File: config.mk
export PLATFORM = sky130hd
export DESIGN_NAME = branch_resolve_top
export DESIGN_NICKNAME = d
export VERILOG_FILES = /design/src/design/branch_pkg.sv /design/src/design/pipe_stage.sv /design/src/design/branch_decode.sv /design/src/design/branch_unit.sv /design/src/design/redirect_gen.sv /design/src/design/branch_resolve_top.sv
export VERILOG_INCLUDE_DIRS = /design/src /design/src/design
export SDC_FILE = /design/constraint.sdc
export NUM_CORES = 1
export LEC_CHECK = 0
export ABC_AREA = 1
export ABC_CLOCK_PERIOD_IN_PS = 9190
export BUFFER_PORTS_ARGS = -buffer_cell sky130_fd_sc_hd__buf_2
export CORE_UTILIZATION = 60
export CTS_BUF_LIST = sky130_fd_sc_hd__clkbuf_4 sky130_fd_sc_hd__clkbuf_8
export CTS_CLUSTER_SIZE = 40
export DETAILED_ROUTE_END_ITERATION = 16
export GPL_TIMING_DRIVEN = 1
export PLACE_DENSITY_LB_ADDON = 0.08
export SKIP_LAST_GASP = 1
export SLEW_MARGIN = 0
export SYNTH_ARGS = -nofsm -noshare
export SYNTH_HDL_FRONTEND = slang
export SYNTH_HIERARCHICAL = 1
export SYNTH_SLANG_ARGS = --single-unit
export TNS_END_PERCENT = 50
File: constraint.sdc
create_clock -name clk -period 9.19 [get_ports clk]
set_clock_uncertainty 0.1 [all_clocks]
set_input_delay 1.838 -clock clk [delete_from_list [all_inputs] [get_ports clk]]
set_output_delay 1.838 -clock clk [all_outputs]
set_load 0.1 [all_outputs]
File: src/design/branch_defs.svh
// RV32I only with no compressed extension; widths are fixed and not meant to be overridden
`ifndef BRANCH_DEFS_SVH
`define BRANCH_DEFS_SVH

`define BR_XLEN         32          // Data and address width
`define BR_RD_W         5           // Register index width

`define BR_OPC_BRANCH   7'b1100011  // Conditional branch opcode
`define BR_OPC_JAL      7'b1101111  // Jump and link
`define BR_OPC_JALR     7'b1100111  // Jump and link register

`define BR_F3_BEQ       3'b000
`define BR_F3_BNE       3'b001
`define BR_F3_BLT       3'b100      // Signed compares
`define BR_F3_BGE       3'b101
`define BR_F3_BLTU      3'b110      // Unsigned compares
`define BR_F3_BGEU      3'b111
`define BR_F3_JALR      3'b000      // Only legal funct3 for JALR

`endif

File: src/design/branch_pkg.sv
// Packed stage payloads; field widths follow branch_defs.svh and the op encoding is 4 bits
`include "branch_defs.svh"

package branch_pkg;

    // Operation decoded from opcode and funct3
    typedef enum logic [3:0] {
        BR_BEQ  = 4'd0,
        BR_BNE  = 4'd1,
        BR_BLT  = 4'd2,
        BR_BGE  = 4'd3,
        BR_BLTU = 4'd4,
        BR_BGEU = 4'd5,
        BR_JAL  = 4'd6,             // Unconditional, pc relative
        BR_JALR = 4'd7,             // Unconditional, register relative
        BR_NONE = 4'd8              // Not a control transfer
    } br_op_t;

    // Decode to branch unit
    typedef struct packed {
        br_op_t              op;
        logic [`BR_XLEN-1:0] pc;
        logic [`BR_XLEN-1:0] opa;    // rs1, or pc for JAL
        logic [`BR_XLEN-1:0] opb;    // rs2, or immediate for jumps
        logic [`BR_XLEN-1:0] offset; // Immediate of the instruction, zero for NONE
        logic [`BR_RD_W-1:0] rd;     // Zero unless JAL or JALR
    } dec_pkt_t;

    // Branch unit to redirect stage
    typedef struct packed {
        logic                taken;
        logic [`BR_XLEN-1:0] target;
        logic [`BR_XLEN-1:0] link;   // pc + 4
        logic                link_we;
        logic [`BR_RD_W-1:0] rd;
    } res_pkt_t;

endpackage

File: src/design/pipe_stage.sv
// One-entry valid/ready slot; payload is not reset and is only meaningful while out_valid is high
module pipe_stage #(
    parameter type payload_t = logic
) (
    input  logic     clk,
    input  logic     rst_n,
    input  logic     in_valid,
    output logic     in_ready,
    input  payload_t in_data,
    output logic     out_valid,
    input  logic     out_ready,
    output payload_t out_data
);

    logic     valid_q;                              // Slot occupied
    payload_t data_q;                               // Held item

    // Accept when empty or when the held item leaves this cycle
    assign in_ready  = !valid_q || out_ready;
    assign out_valid = valid_q;
    assign out_data  = data_q;

    always_ff @(posedge clk or negedge rst_n) begin
        if (!rst_n) begin
            valid_q <= 1'b0;                        // Empty after reset
        end else if (in_ready) begin
            valid_q <= in_valid;                    // Refill or drain
        end
    end

    always_ff @(posedge clk) begin
        if (in_valid && in_ready) begin
            data_q <= in_data;                      // Load only on transfer
        end
    end

endmodule

File: src/design/branch_decode.sv
// RV32I decode of BRANCH, JAL and JALR only; JALR needs funct3 000, anything else becomes NONE
`include "branch_defs.svh"

module branch_decode
    import branch_pkg::*;
(
    input  logic                clk,
    input  logic                rst_n,
    input  logic                in_valid,
    output logic                in_ready,
    input  logic [`BR_XLEN-1:0] in_pc,
    input  logic [`BR_XLEN-1:0] in_instr,
    input  logic [`BR_XLEN-1:0] in_rs1,
    input  logic [`BR_XLEN-1:0] in_rs2,
    output logic                dec_valid,
    input  logic                dec_ready,
    output dec_pkt_t            dec_pkt
);

    logic [6:0]          opcode;
    logic [2:0]          funct3;
    logic [`BR_RD_W-1:0] rd_idx;
    logic [`BR_XLEN-1:0] imm_b;                     // Branch offset
    logic [`BR_XLEN-1:0] imm_j;                     // JAL offset
    logic [`BR_XLEN-1:0] imm_i;                     // JALR offset
    br_op_t              op;
    dec_pkt_t            dec_nxt;                   // Packet before the stage register

    assign opcode = in_instr[6:0];
    assign funct3 = in_instr[14:12];
    assign rd_idx = in_instr[11:7];

    // Immediates, all sign extended from bit 31
    assign imm_b = {{19{in_instr[31]}}, in_instr[31], in_instr[7],
                    in_instr[30:25], in_instr[11:8], 1'b0};
    assign imm_j = {{11{in_instr[31]}}, in_instr[31], in_instr[19:12],
                    in_instr[20], in_instr[30:21], 1'b0};
    assign imm_i = {{20{in_instr[31]}}, in_instr[31:20]};

    always_comb begin
        op = BR_NONE;                               // Default for anything unrecognised
        case (opcode)
            `BR_OPC_BRANCH: begin
                case (funct3)
                    `BR_F3_BEQ:  op = BR_BEQ;
                    `BR_F3_BNE:  op = BR_BNE;
                    `BR_F3_BLT:  op = BR_BLT;
                    `BR_F3_BGE:  op = BR_BGE;
                    `BR_F3_BLTU: op = BR_BLTU;
                    `BR_F3_BGEU: op = BR_BGEU;
                    default:     op = BR_NONE;      // 010 and 011 are reserved
                endcase
            end
            `BR_OPC_JAL:  op = BR_JAL;
            `BR_OPC_JALR: op = (funct3 == `BR_F3_JALR) ? BR_JALR : BR_NONE;
            default:      op = BR_NONE;             // ALU, loads, stores and the rest
        endcase
    end

    // Operand routing per operation
    always_comb begin
        dec_nxt.op     = op;
        dec_nxt.pc     = in_pc;
        dec_nxt.opa    = in_rs1;
        dec_nxt.opb    = in_rs2;
        dec_nxt.offset = '0;
        dec_nxt.rd     = '0;                        // Only jumps write a register
        case (op)
            BR_JAL: begin
                dec_nxt.opa    = in_pc;             // Target is pc + imm_j
                dec_nxt.opb    = imm_j;
                dec_nxt.offset = imm_j;
                dec_nxt.rd     = rd_idx;
            end
            BR_JALR: begin
                dec_nxt.opb    = imm_i;             // Target is rs1 + imm_i
                dec_nxt.offset = imm_i;
                dec_nxt.rd     = rd_idx;
            end
            BR_NONE: begin
                dec_nxt.offset = '0;                // Target falls back to pc
            end
            default: begin
                dec_nxt.offset = imm_b;             // Conditional branches compare rs1, rs2
            end
        endcase
    end

    pipe_stage #(
        .payload_t (dec_pkt_t)
    ) dec_stage_i (
        .clk       (clk),
        .rst_n     (rst_n),
        .in_valid  (in_valid),
        .in_ready  (in_ready),
        .in_data   (dec_nxt),
        .out_valid (dec_valid),
        .out_ready (dec_ready),
        .out_data  (dec_pkt)
    );

endmodule

File: src/design/branch_unit.sv
// Resolves condition and target from a decoded packet; NONE gives target pc and never writes
`include "branch_defs.svh"

module branch_unit
    import branch_pkg::*;
(
    input  logic     clk,
    input  logic     rst_n,
    input  logic     dec_valid,
    output logic     dec_ready,
    input  dec_pkt_t dec_pkt,
    output logic     res_valid,
    input  logic     res_ready,
    output res_pkt_t res_pkt
);

    logic [`BR_XLEN-1:0] sum_ab;                    // Jump target before alignment
    logic [`BR_XLEN-1:0] target;
    logic                taken;
    logic                is_jump;
    res_pkt_t            res_nxt;

    assign sum_ab  = dec_pkt.opa + dec_pkt.opb;
    assign is_jump = (dec_pkt.op == BR_JAL) || (dec_pkt.op == BR_JALR);

    always_comb begin
        case (dec_pkt.op)
            BR_JAL:  target = sum_ab;
            BR_JALR: target = {sum_ab[`BR_XLEN-1:1], 1'b0};     // Spec clears bit 0
            default: target = dec_pkt.pc + dec_pkt.offset;      // Branches, and pc for NONE
        endcase
    end

    // Condition per op
    always_comb begin
        case (dec_pkt.op)
            BR_BEQ:  taken = (dec_pkt.opa == dec_pkt.opb);
            BR_BNE:  taken = (dec_pkt.opa != dec_pkt.opb);
            BR_BLT:  taken = ($signed(dec_pkt.opa) < $signed(dec_pkt.opb));
            BR_BGE:  taken = ($signed(dec_pkt.opa) >= $signed(dec_pkt.opb));
            BR_BLTU: taken = (dec_pkt.opa < dec_pkt.opb);
            BR_BGEU: taken = (dec_pkt.opa >= dec_pkt.opb);
            BR_JAL,
            BR_JALR: taken = 1'b1;                  // Always redirect
            default: taken = 1'b0;                  // NONE
        endcase
    end

    always_comb begin
        res_nxt.taken   = taken;
        res_nxt.target  = target;
        res_nxt.link    = dec_pkt.pc + `BR_XLEN'd4; // Return address
        res_nxt.link_we = is_jump && (dec_pkt.rd != '0);  // x0 is never written
        res_nxt.rd      = dec_pkt.rd;
    end

    pipe_stage #(
        .payload_t (res_pkt_t)
    ) res_stage_i (
        .clk       (clk),
        .rst_n     (rst_n),
        .in_valid  (dec_valid),
        .in_ready  (dec_ready),
        .in_data   (res_nxt),
        .out_valid (res_valid),
        .out_ready (res_ready),
        .out_data  (res_pkt)
    );

endmodule

File: src/design/redirect_gen.sv
// Output stage; misalignment means target[1:0] nonzero on a taken item, as there is no RVC
`include "branch_defs.svh"

module redirect_gen
    import branch_pkg::*;
(
    input  logic                clk,
    input  logic                rst_n,
    input  logic                res_valid,
    output logic                res_ready,
    input  res_pkt_t            res_pkt,
    output logic                out_valid,
    input  logic                out_ready,
    output logic                out_redirect,
    output logic [`BR_XLEN-1:0] out_target,
    output logic                out_misaligned,
    output logic                out_link_we,
    output logic [`BR_RD_W-1:0] out_rd,
    output logic [`BR_XLEN-1:0] out_link
);

    logic misaligned;                               // Taken to a non word address
    logic load;                                     // Transfer from the branch unit

    assign misaligned = res_pkt.taken && (res_pkt.target[1:0] != 2'b00);
    assign res_ready  = !out_valid || out_ready;
    assign load       = res_valid && res_ready;

    // Valid and the control flags
    always_ff @(posedge clk or negedge rst_n) begin
        if (!rst_n) begin
            out_valid      <= 1'b0;
            out_redirect   <= 1'b0;
            out_misaligned <= 1'b0;
            out_link_we    <= 1'b0;
        end else begin
            if (res_ready) begin
                out_valid <= res_valid;             // Hold while stalled
            end
            if (load) begin
                out_redirect   <= res_pkt.taken && !misaligned;
                out_misaligned <= misaligned;
                out_link_we    <= res_pkt.link_we && !misaligned;   // No write on a fault
            end
        end
    end

    // Payload fields pass through as computed
    always_ff @(posedge clk) begin
        if (load) begin
            out_target <= res_pkt.target;
            out_rd     <= res_pkt.rd;
            out_link   <= res_pkt.link;
        end
    end

endmodule

File: src/design/branch_resolve_top.sv
// Three-stage decode, resolve, redirect chain; latency 3 cycles, one item per cycle without stalls
`include "branch_defs.svh"

module branch_resolve_top
    import branch_pkg::*;
(
    input  logic                clk,
    input  logic                rst_n,
    input  logic                in_valid,
    output logic                in_ready,
    input  logic [`BR_XLEN-1:0] in_pc,
    input  logic [`BR_XLEN-1:0] in_instr,
    input  logic [`BR_XLEN-1:0] in_rs1,
    input  logic [`BR_XLEN-1:0] in_rs2,
    output logic                out_valid,
    input  logic                out_ready,
    output logic                out_redirect,
    output logic [`BR_XLEN-1:0] out_target,
    output logic                out_misaligned,
    output logic                out_link_we,
    output logic [`BR_RD_W-1:0] out_rd,
    output logic [`BR_XLEN-1:0] out_link
);

    logic     dec_valid;                            // Decode to unit
    logic     dec_ready;
    dec_pkt_t dec_pkt;
    logic     res_valid;                            // Unit to redirect
    logic     res_ready;
    res_pkt_t res_pkt;

    branch_decode decode_i (
        .clk       (clk),
        .rst_n     (rst_n),
        .in_valid  (in_valid),
        .in_ready  (in_ready),
        .in_pc     (in_pc),
        .in_instr  (in_instr),
        .in_rs1    (in_rs1),
        .in_rs2    (in_rs2),
        .dec_valid (dec_valid),
        .dec_ready (dec_ready),
        .dec_pkt   (dec_pkt)
    );

    branch_unit unit_i (
        .clk       (clk),
        .rst_n     (rst_n),
        .dec_valid (dec_valid),
        .dec_ready (dec_ready),
        .dec_pkt   (dec_pkt),
        .res_valid (res_valid),
        .res_ready (res_ready),
        .res_pkt   (res_pkt)
    );

    redirect_gen redirect_i (
        .clk            (clk),
        .rst_n          (rst_n),
        .res_valid      (res_valid),
        .res_ready      (res_ready),
        .res_pkt        (res_pkt),
        .out_valid      (out_valid),
        .out_ready      (out_ready),
        .out_redirect   (out_redirect),
        .out_target     (out_target),
        .out_misaligned (out_misaligned),
        .out_link_we    (out_link_we),
        .out_rd         (out_rd),
        .out_link       (out_link)
    );

endmodule

; After elaboration in Yosys (flattened, before gate mapping)
; Index checks and enable logic that the tools add are counted.
[totals]
register_bits = 283
ramBits = 0
input_bits = 132
out_inout_bits = 74
mem_bits_ro = 0
latch_bits = 0
elab_cells = 76
n_memories = 0
[classes]
n_eq_ne = 20
reduce_logical = 21
add_sub_neg = 3
multipliers = 0
shifts = 0
n_bitwise = 0
mux = 8
div = 0
order_cmp = 4
[op_table]
columns = operator, count
row1 = case mux 32 bit (2 select lines), 2
row2 = case mux 32 bit (3 select lines), 1
row3 = adder 32 bit, 2
row4 = greater-or-equal comparator 32 bit, 2
row5 = < comparator 32 bit, 2
row6 = "adder 32 x 3 -> 32 bit, second input constant", 1
row7 = equality test 32 bit, 1
row8 = 2-to-1 mux 32 bit, 1
row9 = != test 32 bit, 1
row10 = "equality test 4 x 3 -> 1 bit, second input constant", 6
row11 = case mux 4 bit (6 select lines), 1
row12 = "equality test 7 bit, second input constant", 3
row13 = "equality test 3 bit, second input constant", 4
row14 = case mux 4 bit (3 select lines), 1
row15 = "equality test 4 x 2 -> 1 bit, second input constant", 2
row16 = logical AND 1 bit, 7
row17 = case mux 1 bit (7 select lines), 1
row18 = nonzero test 5 bit, 1
row19 = "equality test 4 x 1 -> 1 bit, second input constant", 1
row20 = "equality test 4 bit, second input constant", 1
row21 = zero test 1 bit, 4
row22 = zero test 4 bit, 1
row23 = logical OR 1 bit, 4
row24 = 2-to-1 mux 4 bit, 1
row25 = other kinds (4), 5

; Longest topological paths before layout
; Gate-level depths: netlist of run 1.
[depth]
depth_word = 5
depth_mapped = 17

; By module
; Netlist of run 1, hierarchy kept.
[modules_own_cells]
columns = mod, cells_per_inst, instances, seq_area_each_um2, area_per_inst_um2
row1 = branch_unit, 1105, 1, 0.0, 5977.0
row2 = pipe_stage at decode_i.dec_stage_i, 143, 1, 4139.0, 4159.0
row3 = redirect_gen, 89, 1, 2172.1, 2244.7
row4 = pipe_stage at unit_i.res_stage_i, 77, 1, 2157.1, 2177.1
row5 = branch_decode, 266, 1, 0.0, 1158.6

; Least setup slack after synthesis of run 1
; OpenSTA, ideal clock, no wires.
[synth_timing]
path_type = input port to flip-flop
from = input port out_ready
to = register decode_i.dec_stage_i.data_q (netlist bit decode_i/dec_stage_i/out_data[0]) (enable)
path_slack_ns = -0.289
arrival_time_ns = 8.701
path_buffers = 0
setup_time_ns = 0.678
path_stages = 6
cell_sequence = inv_1 > nand2_2 > inv_1 > nand2_1 > inv_1 > a21oi_1
[synth_via]
elab_chain_len = 4
[synth_lines]
columns = element, line
row1 = from (decl), branch_resolve_top.sv:16  ; input logic out_ready,
row2 = logical OR 1 bit, redirect_gen.sv:26  ; assign res_ready = !out_valid || out_ready;
row3 = via res_ready, branch_resolve_top.sv:29  ; logic res_ready;
row4 = logical OR 1 bit, pipe_stage.sv:19  ; assign in_ready = !valid_q || out_ready;
row5 = via dec_ready, branch_resolve_top.sv:26  ; logic dec_ready;
row6 = logical OR 1 bit, pipe_stage.sv:19
row7 = logical AND 1 bit, pipe_stage.sv:32  ; if (in_valid && in_ready) begin
row8 = to (signal assigned), pipe_stage.sv:33  ; data_q <= in_data;
row9 = to (decl), pipe_stage.sv:16  ; payload_t data_q;
; The timed path passes the listed nets, and every way through them passes these cells.
; A chain may end at the register's enable or synchronous reset.

; Final worst setup path of run 1
[layout_timing]
from = input port out_ready
to = output port in_ready
[layout_via]
elab_chain_len = 3
[layout_lines]
columns = element, line
row1 = logical OR 1 bit, redirect_gen.sv:26
row2 = via res_ready, branch_resolve_top.sv:29
row3 = logical OR 1 bit, pipe_stage.sv:19
row4 = via dec_ready, branch_resolve_top.sv:26
row5 = logical OR 1 bit, pipe_stage.sv:19
row6 = to (decl), branch_resolve_top.sv:10  ; output logic in_ready,
; The timed path passes the listed nets, and every way through them passes these cells.

==> results of run 1 <==
-- worst max-delay path by stage --
stage | slack [ns] | to | startpoint
floorplan | 2.51 | decode_i/dec_stage_i/out_data[0]$_DFFE_PP_ | out_ready
global placement | 4.48 | in_ready | out_ready
detailed placement | 4.45 | in_ready | out_ready
CTS | 4.44 | in_ready | out_ready
global route | 4.34 | in_ready | out_ready
finish | 4.42 | in_ready | out_ready
-- state kept, by name, indices dropped and copies added, names as in the netlist --
register                        count
decode_i/dec_stage_i/out_data     137
unit_i/res_stage_i/out_data        71
redirect_i/out_link                32
redirect_i/out_target              32
redirect_i/out_rd                   5
decode_i/dec_stage_i/out_valid      1
redirect_i/out_link_we              1
redirect_i/out_misaligned           1
redirect_i/out_redirect             1
redirect_i/out_valid                1
unit_i/res_stage_i/out_valid        1
-- Yosys cell counts, drive strengths merged, types with 3 or more instances --
cell type,count
nand2,458
edfxtp,277
inv,200
nor2,151
a21oi,128
nand3,105
ha,95
o21ai,94
nor3,26
nand4,24
xor2,23
xnor2,14
nor4,11
buf,10
clkbuf,9
o21bai,9
or2,9
dfrtp,6
o21a,6
a21o,5
o31ai,3
-- routing by layer --
layer  global-route usage  routed length [µm]
met5                    0                   0
met4                0.112                1180
met3               0.0753                3900
met2                0.520               19700
met1                0.424               17700
-- report_power, final --
part,total (mW),switching [mW],internal (mW)
clock network,1.01,0.474,0.533
registers,1.63,0.0618,1.57
logic,0.823,0.633,0.190
-- worst max-delay path, stage by stage --
cell and delay [ns]:
buf_2 0.08, inv_1 0.07, nand2_2 0.08, inv_1 0.08, nand2_1 0.08, inv_1 0.08
nand2_1 0.09, buf_2 0.44
-- cell type report --
| class | instances | area [µm²] |
|---|---|---|
| timing repair buffer | 210 | 1060 |
| sequential | 283 | 8470 |
| clock buffer | 56 | 708 |
| inverter | 201 | 757 |
| tap | 330 | 413 |
| multi-input combinational | 1177 | 6410 |
| clock inverter | 21 | 121 |
| fill | 1925 | 7530 |
-- cell usage in the layout (no fill, tap or decap), drive strengths merged --
master / n
nor4: 11
nand3b: 2
a21o: 5
a21boi: 2
a21oi: 128
inv: 201
or2: 9
o21a: 6
edfxtp: 277
buf: 210
o31ai: 3
a211oi: 1
nor3: 26
clkbuf: 56
dfrtp: 6
clkinv: 20
o22ai: 1
xnor2: 14
and3: 2
fa: 2
bufinv: 1
o211ai: 1
nand4: 24
nand3: 105
o21bai: 9
ha: 95
nor2: 151
o2111ai: 1
nand2: 458
or4: 1
a31oi: 2
o21ai: 94
xor2: 23
o41ai: 1
-- metrics by stage --
stage          setup slack, ns  instance area, µm²  hold WS [ns]
5_1_grt                   4.34               17900         0.321
6_report                  4.42               17900         0.315
3_3_place_gp              4.48               17100         0.300
3_5_place_dp              4.45               17100         0.305
2_1_floorplan             2.51               15700         0.300
4_1_cts                   4.44               17900         0.315
-- logic make-up after synthesis --
group,count (synthesis)
AND/OR/NAND/NOR,789
adder cells (fa/ha/maj),97
XOR/XNOR,37
AO/OA/AOI/OAI,254
flip-flops,283
buffers and inverters,220
==> results.py, run 1 <==
metrics = {
    "final_layout": {
        "drive_above_1_share": 0.173,
        "fin_util": 0.704,
        "diodes": 0,
        "final_nets": 2146,
        "area.growth.synth_to_final_pct": 14.2,
        "final_cell_count_no_fill": 2278,
    },
    "clock_tree": {
        "cts.clk_slew.worst_paths_ns": 0.06,
        "cts_setup_buffers": 0,
        "cts_made_buffers": 44,
        "cts_sinks": 283,
        "htree_num_levels": 2,
        "cts_tree": "done",
        "cts_root_buffer": "clkbuf_8",
        "clk_latency_ns": 0.56,
        "ctsLongestPathBuffers": 3,
        "postCtsHoldBufs": 0,
        "cts_resized": 0,
    },
    "floorplanning": {
        "fp.dieH_um": 164,
        "start_util": 0.617,
        "dieArea_um2": 26800,
        "die_x_um": 164,
        "row_count": 58,
        "io_pins": 206,
        "core_area_um2": 25500,
    },
    "sta": {
        "period_share": 0.519,
        "setup_tns_ns": 0,
        "final-max-slew-violation-count": 0,
        "finalCriticalPeriod_ns": 4.77,
        "setup_viol": 0,
        "rsz0062_at_grt": "no",
        "maxSlewHeadroom": 0.354,
        "hold_viol": 0,
        "tightest_slew_ns": 0.969,
        "timing.fmax_mhz": 210,
    },
    "pwr": {
        "total_power_mw": 3.46,
        "powerDensity_nw_per_um2": 193,
        "worst_ir_drop_vdd_uv": 188,
        "p_leak_nw": 8.13,
    },
    "min_path": {
        "hold_end": "redirect_i/out_link[19]$_DFFE_PP_",
        "hp-start": "unit_i/res_stage_i/out_data[25]$_DFFE_PP_",
        "hold_depth": 0,
        "hold_class": "register to register",
    },
    "logic_synthesis": {
        "synth-simple-area-share": 0.219,
        "postSynthCellCount": 1680,
        "synth_top_family_by_area": "simple AND/OR/NAND/NOR gates",
        "yosysUniqueCellTypes": 50,
        "synthTopCellsByArea": "edfxtp_1 53%, nand2_1 11%, ha_1 7.6%, inv_1 4.6%, a21oi_1 4.0%",
        "synthAdderAreaFrac": 0.0782,
        "synth_top_area_frac": 0.529,
        "netlist_area_um2": 15700,
        "syn_nets": 1909,
        "synth_flop_cell": "edfxtp_1",
        "synth.mux.area_fraction": 0,
        "synth_compound_area_frac": 0.0883,
        "synth_top_area_cell": "edfxtp_1",
        "synth-seq-cells": 283,
        "synth-edff-count": 277,
        "avgSynthCellArea_um2": 9.35,
        "async_reset_ff_frac": 0.0212,
        "synth_xor_area_frac": 0.0206,
        "ys_seq_area_frac": 0.539,
        "yosysWarningCount": 6,
    },
    "critical_path": {
        "path_class": "primary input to output port",
        "r2r_cells": 6,
        "r2r_start": "decode_i/dec_stage_i/out_data[136]$_DFFE_PP_",
        "regToRegEndpoint": "unit_i/res_stage_i/out_data[51]$_DFFE_PP_",
        "cp-end-kind": "output port",
        "reg2reg_slack_ns": 6.04,
        "start_kind": "primary input",
        "crit_fanout": 3,
        "worstPathArrival_ns": 2.83,
        "required_ns": 7.25,
    },
    "run": {
        "max_cap_viol_count": 0,
    },
    "grt": {
        "grt_pass1_wl_mm": 64.6,
        "grt_use_total": 0.321,
        "grt_antenna_before_repair": 0,
        "grt_max_degree": 80,
        "first_global_vias": 12600,
        "overflow": 0,
    },
    "routing": {
        "drtPass1Iterations": 6,
        "via_per_inst": 5.67,
        "ant_nets": 0,
        "wirelength_mm": 42.5,
        "wl_per_cell_um": 18.6,
        "drtIter0Drc": 1155,
        "drc": 0,
        "vias": 12900,
    },
    "place": {
        "hpwlAfterDp_mm": 33.1,
        "portBuffers": 205,
        "gp_congestion": 0.946,
        "dp.cells": 2201,
    },
    "run_status": {
        "status": "finished clean",
    },
}
Power figures use the tool's default switching activity.
==> run 2: changes to the inputs <==
--- a/config.mk
+++ b/config.mk
@@ -7,7 +7,7 @@
 export NUM_CORES = 1
 export LEC_CHECK = 0
 export ABC_AREA = 1
-export ABC_CLOCK_PERIOD_IN_PS = 9190
+export ABC_CLOCK_PERIOD_IN_PS = 4600
 export BUFFER_PORTS_ARGS = -buffer_cell sky130_fd_sc_hd__buf_2
 export CORE_UTILIZATION = 60
 export CTS_BUF_LIST = sky130_fd_sc_hd__clkbuf_4 sky130_fd_sc_hd__clkbuf_8
==> constraint.sdc (replaced) <==
create_clock -name clk -period 4.6 [get_ports clk]
set_clock_uncertainty 0.1 [all_clocks]
set_input_delay 0.92 -clock clk [delete_from_list [all_inputs] [get_ports clk]]
set_output_delay 0.92 -clock clk [all_outputs]
set_load 0.1 [all_outputs]
==> run 2 against run 1 <==
- non-clock buffer count is the same
- cell count about the same
- first-iteration DRC count grew 24%
- combinational power up 100%
==> results.py, run 2 (synthesis results as in run 1) <==
metrics = {
    "sta": {
        "tightest_slew_ns": 0.807,
        "finalCriticalPeriod_ns": 2.91,
        "setup_viol": 0,
        "rsz0062_at_grt": "no",
        "fin_ws_ns": 1.69,
        "hold_viol": 0,
        "maxSlewHeadroom": 0.462,
        "final-max-slew-violation-count": 0,
        "timing.fmax_mhz": 343,
        "period_share": 0.633,
    },
    "clock_tree": {
        "cts_root_buffer": "clkbuf_8",
        "cts_sinks": 283,
        "cts_made_buffers": 42,
        "htree_num_levels": 2,
        "cts_resized": 0,
        "ctsLongestPathBuffers": 3,
        "cts_tree": "done",
        "postCtsHoldBufs": 0,
        "clk_latency_ns": 0.56,
        "cts.clk_slew.worst_paths_ns": 0.07,
        "cts_setup_buffers": 0,
    },
    "critical_path": {
        "path_cells": "buf_2 -> inv_1 -> nand2_2 -> inv_1 -> nand2_1 -> inv_1 -> nand2_1 -> buf_2",
        "worst_path_max_delay_cell": "buf_2",
        "path_class": "primary input to output port",
        "worstPathArrival_ns": 1.89,
        "cp-end-kind": "output port",
        "cpMostUsedCell": "inv_1",
        "slowest_delay_ns": 0.42,
        "start_kind": "primary input",
        "required_ns": 3.58,
        "crit_fanout": 3,
    },
    "final_layout": {
        "diodes": 0,
        "area.growth.synth_to_final_pct": 14.9,
        "fin_util": 0.709,
        "design_area_um2": 18100,
        "fill_cells": 1923,
        "final_nets": 2144,
        "final_cell_mix": "449 x nand2_1, 277 x edfxtp_1, 205 x buf_2",
        "drive_above_1_share": 0.174,
        "layout_commonest_cell": "nand2_1",
        "largest_register_ffs": 137,
        "final_cell_count_no_fill": 2279,
    },
    "pwr": {
        "powerDensity_nw_per_um2": 396,
        "p_leak_nw": 8.17,
        "worst_ir_drop_vdd_uv": 357,
        "total_power_mw": 7.15,
    },
    "routing": {
        "ant_nets": 0,
        "via_per_inst": 5.68,
        "drc": 0,
        "wirelength_mm": 43.2,
        "wl_per_cell_um": 18.9,
        "vias": 13000,
        "drtIter0Drc": 1428,
        "drtPass1Iterations": 6,
    },
    "grt": {
        "grt_antenna_before_repair": 0,
        "first_global_vias": 12600,
        "overflow": 0,
        "grt_pass1_wl_mm": 65.3,
        "grt_max_degree": 138,
        "grt_use_total": 0.325,
    },
    "place": {
        "hpwlAfterDp_mm": 33.0,
        "post_dp_cell_area_um2": 17100,
        "dp.cells": 2201,
        "gp_congestion": 0.969,
        "dp_worst_setup_slack_ns": 1.15,
        "portBuffers": 205,
    },
    "min_path": {
        "hold_class": "primary input to async pin",
    },
    "floorplanning": {
        "die_x_um": 164,
        "dieArea_um2": 26800,
        "row_count": 58,
        "io_pins": 206,
        "core_area_um2": 25500,
        "start_util": 0.617,
        "fp.dieH_um": 164,
    },
    "run": {
        "max_cap_viol_count": 0,
    },
    "run_status": {
        "status": "finished clean",
    },
}
run 2: cell count changes in the layout (fill, tap and decap cells not counted), sizes merged:
cell    delta
bufinv     +4
inv        +1
clkinv     -2
clkbuf     -2
run 2: per-layer routing:
layer,part of all wire,up-vias,wire [µm],global-route usage
met5,0,-,0,0
met4,0.029,0,1270,0.113
met3,0.088,98,3780,0.0571
met2,0.46,581,19700,0.517
met1,0.43,6079,18500,0.450
li1,-,6194,-,-
run 2: critical path, delay by kind of cell:
family	cells	cell delay, ns
AND/OR/NAND/NOR	3	0.25
buffers and inverters	5	0.73
run 2: final timing paths:
kind / from / endpoint / slack, ns / depth (start not counted)
max in group asynchronous: rst_n / unit_i/res_stage_i/out_valid$_DFFE_PN0P_ / 4.19 / 1
setup / recovery: out_ready / in_ready / 1.69 / 8
min in group clk: unit_i/res_stage_i/out_data[4]$_DFFE_PP_ / redirect_i/out_rd[4]$_DFFE_PP_ / 0.31 / 0
hold reg to reg: unit_i/res_stage_i/out_data[4]$_DFFE_PP_ / redirect_i/out_rd[4]$_DFFE_PP_ / 0.31 / 0
setup reg to reg: decode_i/dec_stage_i/out_data[101]$_DFFE_PP_ / unit_i/res_stage_i/out_data[54]$_DFFE_PP_ / 1.71 / 10
hold / removal: rst_n / redirect_i/out_valid$_DFFE_PN0P_ / 0.07 / 1
run 2: per-stage QoR:
stage          setup TNS, ns  hold slack (ns)
2_1_floorplan         -40.87            0.300
3_3_place_gp               0            0.301
3_5_place_dp               0            0.305
4_1_cts                    0           0.0457
5_1_grt                    0           0.0555
6_report                   0           0.0670
run 2: cell type report:
cell class	instances	area (µm²)	area share
flip-flops and latches	283	8470	0.469
well taps	330	413	0.0229
inverters	201	757	0.0419
clock inverters	24	253	0.0140
clock buffers	54	668	0.0370
repair buffers	210	1090	0.0603
multi-input cells	1177	6410	0.355
run 2: power breakdown:
part           leakage [nW]  switching, mW  internal (mW)
registers              2.76          0.125           3.14
logic                  4.93           1.27          0.383
clock network         0.485          0.980           1.25
